File: config.mk
export PLATFORM = sky130hd
export DESIGN_NAME = lagd_top
export DESIGN_NICKNAME = d
export VERILOG_FILES = /design/src/design/lagd_pkg.sv /design/src/design/galena_array.sv /design/src/design/lagd_top.sv /design/src/design/spin_port.sv /design/src/design/wbl_arbiter.sv /design/src/design/weight_port.sv
export SDC_FILE = /design/constraint.sdc
export NUM_CORES = 1
export LEC_CHECK = 0
export BUFFER_PORTS_ARGS = -buffer_cell sky130_fd_sc_hd__buf_2
export CAP_MARGIN = 15
export CORE_UTILIZATION = 28
export CTS_BUF_LIST = sky130_fd_sc_hd__clkbuf_16
export CTS_CLUSTER_SIZE = 20
export DETAILED_ROUTE_END_ITERATION = 6
export GPL_TIMING_DRIVEN = 0
export SLEW_MARGIN = 20
export SYNTH_ARGS = -nofsm -noshare
export SYNTH_HDL_FRONTEND = slang
export SYNTH_HIERARCHICAL = 1
export SYNTH_SLANG_ARGS = --single-unit
File: constraint.sdc
create_clock -name feedback_i -period 7.5 [get_ports feedback_i]
set_input_delay 2.25 -clock feedback_i [delete_from_list [all_inputs] [get_ports feedback_i]]
set_output_delay 2.25 -clock feedback_i [all_outputs]
set_load 0.01 [all_outputs]
File: src/design/lagd_pkg.sv
package lagd_pkg;

    // ========================================
    // macro geometry
    // ========================================
    localparam int WBL_WIDTH       = 32;  // bit lines
    localparam int WWL_WIDTH       = 8;   // weight rows
    localparam int NUM_SPIN        = 8;
    localparam int BIT_DATA        = 4;   // bit lines per spin group
    localparam int SPIN_WBL_OFFSET = 0;   // lane inside a group that carries the spin

    // settle time of the spin readout, counted from the feedback rise
    localparam int SPIN_LATENCY    = 3;

    // queue depth per port, equal to the host credit count
    localparam int PORT_CREDITS    = 2;

    localparam int ROW_W  = $clog2(WWL_WIDTH);
    localparam int LAT_W  = $clog2(SPIN_LATENCY + 1);
    localparam int QPTR_W = (PORT_CREDITS > 1) ? $clog2(PORT_CREDITS) : 1;
    localparam int QCNT_W = $clog2(PORT_CREDITS + 1);

    // arbiter request slots
    localparam int WEIGHT_IDX = 0;
    localparam int SPIN_IDX   = 1;

    // ========================================
    // plain vector types
    // ========================================
    typedef logic [WBL_WIDTH-1:0] wbl_t;     // one bit-line word
    typedef logic [WWL_WIDTH-1:0] wwl_t;     // one-hot row select
    typedef logic [ROW_W-1:0]     row_t;     // row index
    typedef logic [NUM_SPIN-1:0]  spin_t;    // one bit per spin
    typedef logic [LAT_W-1:0]     lat_cnt_t; // feedback settle counter
    typedef logic [QPTR_W-1:0]    qptr_t;    // queue pointer
    typedef logic [QCNT_W-1:0]    qcnt_t;    // queue fill level

    // ========================================
    // channel structs
    // ========================================
    typedef struct packed {
        logic write;  // 1 = row write, 0 = row read
        row_t row;
        wbl_t data;   // ignored on reads
    } weight_cmd_t;

    typedef struct packed {
        spin_t spins;
    } spin_cmd_t;

    // macro bus, lane controls are per bit line / per spin as on the macro pins
    typedef struct packed {
        wbl_t  wbl;
        wwl_t  wwl;
        wbl_t  wbl_floating;  // all ones selects a read
        spin_t write_spin;    // all ones loads the spin cache
        spin_t feedback;      // per-spin feedback strobe
    } bus_req_t;

    typedef struct packed {
        row_t row;
        wbl_t data;
    } weight_rsp_t;

    typedef struct packed {
        spin_t spins;
    } spin_rsp_t;

    localparam bus_req_t BUS_IDLE = '0;  // nothing selected, nothing driven

    typedef enum logic [1:0] {
        ARB_IDLE,
        ARB_WEIGHT,
        ARB_SPIN
    } arb_state_t;

    typedef enum logic [2:0] {
        SP_IDLE,
        SP_LOAD,
        SP_PULSE,
        SP_WAIT,
        SP_DONE
    } spin_state_t;

endpackage

File: src/design/galena_array.sv
`timescale 1ns/1ps

module galena_array (
    input  logic               feedback_i,
    input  logic               reset_i,
    input  lagd_pkg::bus_req_t bus_i,
    output lagd_pkg::wbl_t     wbl_read_o,
    output lagd_pkg::spin_t    bct_read_o
);
    import lagd_pkg::*;

    wbl_t     weight_mem [WWL_WIDTH];  // coupling weights, one word per row
    spin_t    spin_cache;
    lat_cnt_t fb_cnt;                  // cycles since feedback rose, saturating

    logic rd_en;
    logic wr_en;
    logic load_en;
    logic fb_on;
    logic fb_ready;

    assign rd_en    = &bus_i.wbl_floating;   // all lines floating -> sense
    assign wr_en    = ~|bus_i.wbl_floating;  // all lines driven -> write
    assign load_en  = &bus_i.write_spin;
    assign fb_on    = |bus_i.feedback;
    assign fb_ready = (fb_cnt == lat_cnt_t'(SPIN_LATENCY));

    // ========================================
    // weight array
    // ========================================
    always_ff @(posedge feedback_i) begin
        for (int i = 0; i < WWL_WIDTH; i++) begin
            if (bus_i.wwl[i] && wr_en) begin
                weight_mem[i] <= bus_i.wbl;
            end
        end
    end

    // row readout is combinational, zero when no read is selected
    always_comb begin
        wbl_read_o = '0;
        for (int i = 0; i < WWL_WIDTH; i++) begin
            if (bus_i.wwl[i] && rd_en) begin
                wbl_read_o = weight_mem[i];
            end
        end
    end

    // ========================================
    // spin cache and readout
    // ========================================
    always_ff @(posedge feedback_i) begin
        if (load_en) begin
            for (int i = 0; i < NUM_SPIN; i++) begin
                spin_cache[i] <= bus_i.wbl[BIT_DATA*i + SPIN_WBL_OFFSET];  // one lane per group
            end
        end
    end

    // fixed stand-in for the analog settle delay
    always_ff @(posedge feedback_i) begin
        if (reset_i) begin
            fb_cnt <= '0;
        end else if (!fb_on) begin
            fb_cnt <= '0;                        // restart on every new pulse
        end else if (!fb_ready) begin
            fb_cnt <= fb_cnt + lat_cnt_t'(1);
        end
    end

    // readout holds only while the spin's own strobe stays high
    assign bct_read_o = fb_ready ? (spin_cache & bus_i.feedback) : '0;

    // at most one row selected per cycle
    a_wwl_onehot: assert property (@(posedge feedback_i) disable iff (reset_i)
        $onehot0(bus_i.wwl));

    // row access and spin load share the bit lines, so they never overlap
    a_wwl_vs_spin: assert property (@(posedge feedback_i) disable iff (reset_i)
        !((|bus_i.wwl) && (|bus_i.write_spin)));

endmodule

File: src/design/lagd_top.sv
`timescale 1ns/1ps

module lagd_top (
    input  logic                  feedback_i,
    input  logic                  reset_i,
    input  logic                  wcmd_valid_i,
    input  lagd_pkg::weight_cmd_t wcmd_i,
    input  logic                  scmd_valid_i,
    input  lagd_pkg::spin_cmd_t   scmd_i,
    output logic                  wcmd_credit_o,
    output logic                  wrsp_valid_o,
    output lagd_pkg::weight_rsp_t wrsp_o,
    output logic                  scmd_credit_o,
    output logic                  srsp_valid_o,
    output lagd_pkg::spin_rsp_t   srsp_o
);
    import lagd_pkg::*;

    logic [1:0]     req;
    logic [1:0]     gnt;
    bus_req_t [1:0] port_bus;   // per-port requests into the arbiter
    bus_req_t       macro_bus;  // what the macro sees
    wbl_t           wbl_read;
    spin_t          bct_read;

    // ========================================
    // host ports
    // ========================================
    weight_port weight_port_inst (
        .feedback_i  (feedback_i),
        .reset_i     (reset_i),
        .cmd_valid_i (wcmd_valid_i),
        .cmd_i       (wcmd_i),
        .credit_o    (wcmd_credit_o),
        .req_o       (req[WEIGHT_IDX]),
        .gnt_i       (gnt[WEIGHT_IDX]),
        .bus_o       (port_bus[WEIGHT_IDX]),
        .rd_data_i   (wbl_read),          // readout goes to both, only the owner samples
        .rsp_valid_o (wrsp_valid_o),
        .rsp_o       (wrsp_o)
    );

    spin_port spin_port_inst (
        .feedback_i  (feedback_i),
        .reset_i     (reset_i),
        .cmd_valid_i (scmd_valid_i),
        .cmd_i       (scmd_i),
        .credit_o    (scmd_credit_o),
        .req_o       (req[SPIN_IDX]),
        .gnt_i       (gnt[SPIN_IDX]),
        .bus_o       (port_bus[SPIN_IDX]),
        .bct_i       (bct_read),
        .rsp_valid_o (srsp_valid_o),
        .rsp_o       (srsp_o)
    );

    // ========================================
    // shared bus and macro
    // ========================================
    wbl_arbiter wbl_arbiter_inst (
        .feedback_i (feedback_i),
        .reset_i    (reset_i),
        .req_i      (req),
        .bus_i      (port_bus),
        .gnt_o      (gnt),
        .bus_o      (macro_bus)
    );

    galena_array galena_array_inst (
        .feedback_i (feedback_i),
        .reset_i    (reset_i),
        .bus_i      (macro_bus),
        .wbl_read_o (wbl_read),
        .bct_read_o (bct_read)
    );

endmodule

File: src/design/spin_port.sv
`timescale 1ns/1ps

module spin_port (
    input  logic                feedback_i,
    input  logic                reset_i,
    input  logic                cmd_valid_i,
    input  lagd_pkg::spin_cmd_t cmd_i,
    output logic                credit_o,
    output logic                req_o,
    input  logic                gnt_i,
    output lagd_pkg::bus_req_t  bus_o,
    input  lagd_pkg::spin_t     bct_i,
    output logic                rsp_valid_o,
    output lagd_pkg::spin_rsp_t rsp_o
);
    import lagd_pkg::*;

    spin_cmd_t   queue [PORT_CREDITS];
    qptr_t       wr_ptr;
    qptr_t       rd_ptr;
    qcnt_t       count;
    spin_state_t state_q;
    lat_cnt_t    wait_cnt;
    spin_t       cur_spins;   // vector of the running command
    wbl_t        wbl_exp;
    logic        empty;
    logic        pop;
    logic        busy;
    logic        capture;

    assign empty   = (count == '0);
    assign busy    = (state_q == SP_LOAD) || (state_q == SP_PULSE) || (state_q == SP_WAIT);
    assign req_o   = busy || (state_q == SP_IDLE && !empty);  // held across the sequence
    assign pop     = gnt_i && (state_q == SP_IDLE) && !empty;
    assign capture = (state_q == SP_WAIT) && (wait_cnt == lat_cnt_t'(SPIN_LATENCY - 1));

    always_ff @(posedge feedback_i) begin
        if (cmd_valid_i) begin
            queue[wr_ptr] <= cmd_i;
        end
    end

    // ========================================
    // queue pointers and sequencer
    // ========================================
    always_ff @(posedge feedback_i) begin
        if (reset_i) begin
            wr_ptr      <= '0;
            rd_ptr      <= '0;
            count       <= '0;
            credit_o    <= 1'b0;
            state_q     <= SP_IDLE;
            wait_cnt    <= '0;
            rsp_valid_o <= 1'b0;
        end else begin
            credit_o    <= pop;
            rsp_valid_o <= capture;  // response one cycle after the capture edge
            if (cmd_valid_i) begin
                wr_ptr <= (wr_ptr == qptr_t'(PORT_CREDITS - 1)) ? '0 : wr_ptr + 1'b1;
            end
            if (pop) begin
                rd_ptr <= (rd_ptr == qptr_t'(PORT_CREDITS - 1)) ? '0 : rd_ptr + 1'b1;
            end
            if (cmd_valid_i && !pop) begin
                count <= count + qcnt_t'(1);
            end else if (!cmd_valid_i && pop) begin
                count <= count - qcnt_t'(1);
            end
            case (state_q)
                SP_IDLE:  if (pop) state_q <= SP_LOAD;
                SP_LOAD:  state_q <= SP_PULSE;              // write_spin for one cycle
                SP_PULSE: begin
                    wait_cnt <= '0;
                    state_q  <= SP_WAIT;
                end
                SP_WAIT:  begin
                    if (capture) begin
                        state_q <= SP_DONE;
                    end else begin
                        wait_cnt <= wait_cnt + lat_cnt_t'(1);
                    end
                end
                SP_DONE:  state_q <= SP_IDLE;               // req low, bus released
                default:  state_q <= SP_IDLE;
            endcase
        end
    end

    always_ff @(posedge feedback_i) begin
        if (pop) cur_spins <= queue[rd_ptr].spins;
        if (capture) rsp_o.spins <= bct_i;          // last cycle with feedback high
    end

    // spin i sits on lane BIT_DATA*i + SPIN_WBL_OFFSET, other lanes low
    always_comb begin
        wbl_exp = '0;
        for (int i = 0; i < NUM_SPIN; i++) begin
            wbl_exp[BIT_DATA*i + SPIN_WBL_OFFSET] = cur_spins[i];
        end
    end

    always_comb begin
        bus_o = BUS_IDLE;
        if (busy) bus_o.wbl = wbl_exp;
        if (state_q == SP_LOAD) bus_o.write_spin = '1;
        if (state_q == SP_PULSE || state_q == SP_WAIT) bus_o.feedback = '1;  // latency + 1 cycles
    end

    // the arbiter must not take the bus away in mid sequence
    a_gnt_held: assert property (@(posedge feedback_i) disable iff (reset_i)
        busy |-> gnt_i);

endmodule

File: src/design/wbl_arbiter.sv
`timescale 1ns/1ps

module wbl_arbiter (
    input  logic                     feedback_i,
    input  logic                     reset_i,
    input  logic [1:0]               req_i,
    input  lagd_pkg::bus_req_t [1:0] bus_i,
    output logic [1:0]               gnt_o,
    output lagd_pkg::bus_req_t       bus_o
);
    import lagd_pkg::*;

    arb_state_t state_q;
    arb_state_t state_d;
    logic       last_q;  // last winner is 0 for weight and 1 for spin

    // ========================================
    // owner selection
    // ========================================
    always_comb begin
        state_d = state_q;
        case (state_q)
            ARB_IDLE: begin
                if (req_i[WEIGHT_IDX] && req_i[SPIN_IDX]) begin
                    state_d = last_q ? ARB_WEIGHT : ARB_SPIN;  // tie goes to the other one
                end else if (req_i[WEIGHT_IDX]) begin
                    state_d = ARB_WEIGHT;
                end else if (req_i[SPIN_IDX]) begin
                    state_d = ARB_SPIN;
                end
            end
            ARB_WEIGHT: if (!req_i[WEIGHT_IDX]) state_d = req_i[SPIN_IDX] ? ARB_SPIN : ARB_IDLE;
            ARB_SPIN:   if (!req_i[SPIN_IDX]) state_d = req_i[WEIGHT_IDX] ? ARB_WEIGHT : ARB_IDLE;
            default:    state_d = ARB_IDLE;
        endcase
    end

    always_ff @(posedge feedback_i) begin
        if (reset_i) begin
            state_q <= ARB_IDLE;
            last_q  <= 1'b1;                   // weight port wins the first tie
        end else begin
            state_q <= state_d;
            if (state_d == ARB_WEIGHT) last_q <= 1'b0;
            if (state_d == ARB_SPIN) last_q <= 1'b1;
        end
    end

    // grant only while the owner still asks
    assign gnt_o[WEIGHT_IDX] = (state_q == ARB_WEIGHT) && req_i[WEIGHT_IDX];
    assign gnt_o[SPIN_IDX]   = (state_q == ARB_SPIN) && req_i[SPIN_IDX];

    always_comb begin
        bus_o = BUS_IDLE;
        if (gnt_o[WEIGHT_IDX]) begin
            bus_o = bus_i[WEIGHT_IDX];
        end else if (gnt_o[SPIN_IDX]) begin
            bus_o = bus_i[SPIN_IDX];
        end
    end

    // a port that waits for its grant keeps its request and its bus word
    a_weight_req_held: assert property (@(posedge feedback_i) disable iff (reset_i)
        req_i[WEIGHT_IDX] && !gnt_o[WEIGHT_IDX] |=>
            req_i[WEIGHT_IDX] && $stable(bus_i[WEIGHT_IDX]));

    a_spin_req_held: assert property (@(posedge feedback_i) disable iff (reset_i)
        req_i[SPIN_IDX] && !gnt_o[SPIN_IDX] |=>
            req_i[SPIN_IDX] && $stable(bus_i[SPIN_IDX]));

endmodule

File: src/design/weight_port.sv
`timescale 1ns/1ps

module weight_port (
    input  logic                  feedback_i,
    input  logic                  reset_i,
    input  logic                  cmd_valid_i,
    input  lagd_pkg::weight_cmd_t cmd_i,
    output logic                  credit_o,
    output logic                  req_o,
    input  logic                  gnt_i,
    output lagd_pkg::bus_req_t    bus_o,
    input  lagd_pkg::wbl_t        rd_data_i,
    output logic                  rsp_valid_o,
    output lagd_pkg::weight_rsp_t rsp_o
);
    import lagd_pkg::*;

    weight_cmd_t queue [PORT_CREDITS];
    weight_cmd_t head;
    qptr_t       wr_ptr;
    qptr_t       rd_ptr;
    qcnt_t       count;
    logic        empty;
    logic        pop;
    logic        popped_q;  // one idle cycle after each command lets the spin port in

    assign empty = (count == '0);
    assign head  = queue[rd_ptr];
    assign req_o = !empty && !popped_q;
    assign pop   = gnt_i && req_o;  // a granted cycle executes the head

    // ========================================
    // command queue
    // ========================================
    always_ff @(posedge feedback_i) begin
        if (cmd_valid_i) begin
            queue[wr_ptr] <= cmd_i;
        end
    end

    always_ff @(posedge feedback_i) begin
        if (reset_i) begin
            wr_ptr      <= '0;
            rd_ptr      <= '0;
            count       <= '0;
            credit_o    <= 1'b0;
            popped_q    <= 1'b0;
            rsp_valid_o <= 1'b0;
        end else begin
            credit_o    <= pop;                  // one credit back per pop
            popped_q    <= pop;
            rsp_valid_o <= pop && !head.write;   // reads answer next cycle
            if (cmd_valid_i) begin
                wr_ptr <= (wr_ptr == qptr_t'(PORT_CREDITS - 1)) ? '0 : wr_ptr + 1'b1;
            end
            if (pop) begin
                rd_ptr <= (rd_ptr == qptr_t'(PORT_CREDITS - 1)) ? '0 : rd_ptr + 1'b1;
            end
            if (cmd_valid_i && !pop) begin
                count <= count + qcnt_t'(1);
            end else if (!cmd_valid_i && pop) begin
                count <= count - qcnt_t'(1);
            end
        end
    end

    // bus follows the head so it stays put until the grant arrives
    always_comb begin
        bus_o = BUS_IDLE;
        if (!empty) begin
            bus_o.wwl = wwl_t'(1) << head.row;
            if (head.write) begin
                bus_o.wbl = head.data;
            end else begin
                bus_o.wbl_floating = '1;         // release lines for sensing
            end
        end
    end

    always_ff @(posedge feedback_i) begin
        if (pop && !head.write) begin
            rsp_o.row  <= head.row;
            rsp_o.data <= rd_data_i;             // sampled in the granted cycle
        end
    end

    // host keeps within its credits
    a_no_overflow: assert property (@(posedge feedback_i) disable iff (reset_i)
        cmd_valid_i |-> (count < qcnt_t'(PORT_CREDITS)) || pop);

endmodule

==> metrics <==
status finished, final reports clean; DP Wirelength 31,700 um; clock buffer count from CTS 46; crit path DAT 4510 ps; end of the worst register-to-register path weight_port_inst/rsp_o[23]; RSZ-0062 raised after global routing false; Die Ht 260 um; largest net degree at the start of global routing 27; R2R Setup Slk 3290 ps; Root Driver clkbuf_16; routability cong. 0.769; Final Cell Area 22,300 sq um; FP Rows 94; First DRT Iteration DRCs 714; EDFF count, synth 403; Wirelength per Cell 18.3 um; via count 11,000; layout cells sized above 1 0.266; Final Hold Fails 0; Core Region 65,700 sq um; Critical Path Sink Type flop; kind of critical path reg2reg; cell count after synthesis 1,280; flops & latches, synth 426; top post-synthesis cells by area edfxtp_1 (65%), buf_4 (5.4%), a22o_1 (4.1%); maximum net fanout on the critical path 17; GR Overflow Total 0; Tightest Pin Transition 969 ps; WHS 490 ps; postcts setup bufs 0; Async SR Flop Fraction 0; maximum clock insertion buffer count 3; fin crit period 4210 ps; WL final 44,100 um; Reg2Reg Depth 11; dominant cell type by area after synthesis edfxtp_1; Post-synth top cells edfxtp_1 (403), buf_4 (133), a22o_1 (88); worst hold path type reg2reg; CTS tree yes; initial antenna violation count 5; Die ar. 67,400 sq um; Seq/Total Area, Yosys 0.676; Final Util 0.339; GR Util All Layers 0.131; Post-Syn Area per Cell 14.5 sq um; DRC Markers 0; vias in the first global route 11,300; drt first pass iters 5; Leakage 7.86 nW; Placement Cell Area 20,800 sq um; clock latency on the worst-skew pair 590 ps; final total power 0.00562 W; Hold Crit Depth 2; Final Net Count 1,564; final cycle utilization of the critical path 0.561; Ys Warns 6; antenna viol nets, final 0; CP startpoint kind flop; CP required 7810 ps; hold buffer count at cts 0; H-Tree Depth 2; Post-synth top flop edfxtp_1; Slew headroom 0.354; initial core utilization 0.283; Worst Hold End spin_port_inst/wait_cnt[0]; first-pass GRT wire length 66,700 um; I/O Buffers 94; # Max-Cap Violations 0; post-cts resize count 0; min-delay src spin_port_inst/wait_cnt[0]; share of the synthesized area in the top cell type 0.651; upper clock frequency limit 0.238 GHz; fin. max-slew vios 0; Die X 260 um; Final Skew 26.0 ps; setup TNS 0 ps; synthesized area 18,600 sq um; Peak VDD IR 178 uV; PwrDens 253 nW/um^2; Via density 4.55; # clock sinks 426; clock slew at reported path FFs 60 ps; Area growth syn-to-layout 19.7%; count leader, synth edfxtp_1; Top Ports 95; final setup fails 0; Synth cell types 50
worst max-delay path, cell delays in order (launching register included):
cell and delay [ps]:
dfxtp_1 300, buf_2 260, mux2_2 440, nor2_2 570, buf_8 250, buf_4 120
a22o_1 150, nand4_1 110, nor4_1 390, nand2_1 410, buf_6 300, a2111oi_2 620
state kept, by name, summed over array words and instances (netlist names), 2 cells and up, named ones only:
| signal | flops |
|---|---|
| weight_port_inst/rsp_o | 35 |
| spin_port_inst/cur_spins | 8 |
| spin_port_inst/count | 2 |
| galena_array_inst/fb_cnt | 2 |
| spin_port_inst/wait_cnt | 2 |
| weight_port_inst/queue | 72 |
| spin_port_inst/state_q | 3 |
| spin_port_inst/rsp_o | 8 |
| spin_port_inst/queue | 16 |
| galena_array_inst/weight_mem | 256 |
| wbl_arbiter_inst/state_q | 2 |
| weight_port_inst/count | 2 |
| galena_array_inst/spin_cache | 8 |
cell type report:
class,instances,area (sq um)
fill,6294,43500
sequential,426,12600
multi-input combinational,654,4680
buffer,209,1410
clock buffer,47,1180
tap,864,1080
timing repair buffer,106,781
clock inverter,39,303
inverter,69,259
antenna,1,2.50
logic make-up (layout without fill, tap and decap cells):
group / Yosys count / in the layout / share of synthesized area
multiplexers: 48 / 48 / 0.0267
XOR/XNOR: 7 / 7 / 0.00330
buffers and inverters: 278 / 470 / 0.0897
AO/OA/AOI/OAI: 272 / 272 / 0.134
adder cells (fa/ha/maj): 4 / 4 / 0.00269
other: 2 / 81 / 0.000404
flip-flops: 426 / 426 / 0.676
AND/OR/NAND/NOR: 243 / 243 / 0.0675
placed cells by master, fill, tap and decap left out, types with 23 or more instances in the layout:
cell type  count
conb_1        80
a22o_1        88
a211oi_1      34
mux2i_1       35
buf_2        128
o311a_1       31
nor2_1        85
nor2b_1       37
buf_4        133
a221oi_1      62
edfxtp_1     403
dfxtp_1       23
clkbuf_1      30
inv_1         79
a2111oi_2     31
nand2_1       42
clkbuf_16     47
metrics by stage:
step | instances | setup WS (ps)
floorplan | 1358 | 3200
global placement | 2316 | 2070
detailed placement | 2328 | 3250
CTS | 2414 | 3240
global route | 2415 | 3150
finish | 2415 | 3290
worst max path at each step:
stage / start / end / slack (ps) / cells past startpoint
4_1_cts: flop / weight_port_inst/rsp_o[22] / 3240 / 11
3_3_place_gp: wcmd_valid_i / weight_port_inst/queue[0][13] / 2070 / 2
3_5_place_dp: flop / weight_port_inst/rsp_o[22] / 3250 / 11
6_report: flop / weight_port_inst/rsp_o[23] / 3290 / 11
5_1_grt: flop / weight_port_inst/rsp_o[23] / 3150 / 11
2_1_floorplan: wcmd_valid_i / weight_port_inst/queue[0][0] / 3200 / 1
per-layer routing:
layer  routed length (um)  vias up  GRT usage
li1                     -     5203          -
met1                18600     5408      0.162
met2                21500      287      0.224
met3                 2750       73     0.0304
met4                 1170        6     0.0433
met5                   40        -          0
power by group:
group / leakage [nW] / switching (W) / total (W) / internal (W)
logic: 3.18 / 0.000409 / 0.000693 / 0.000284
clock network: 0.761 / 0.000929 / 0.00221 / 0.00128
registers: 3.93 / 0.0000243 / 0.00272 / 0.00270
total: 7.86 / 0.00136 / 0.00562 / 0.00426
(Power assumes the default switching activity.)
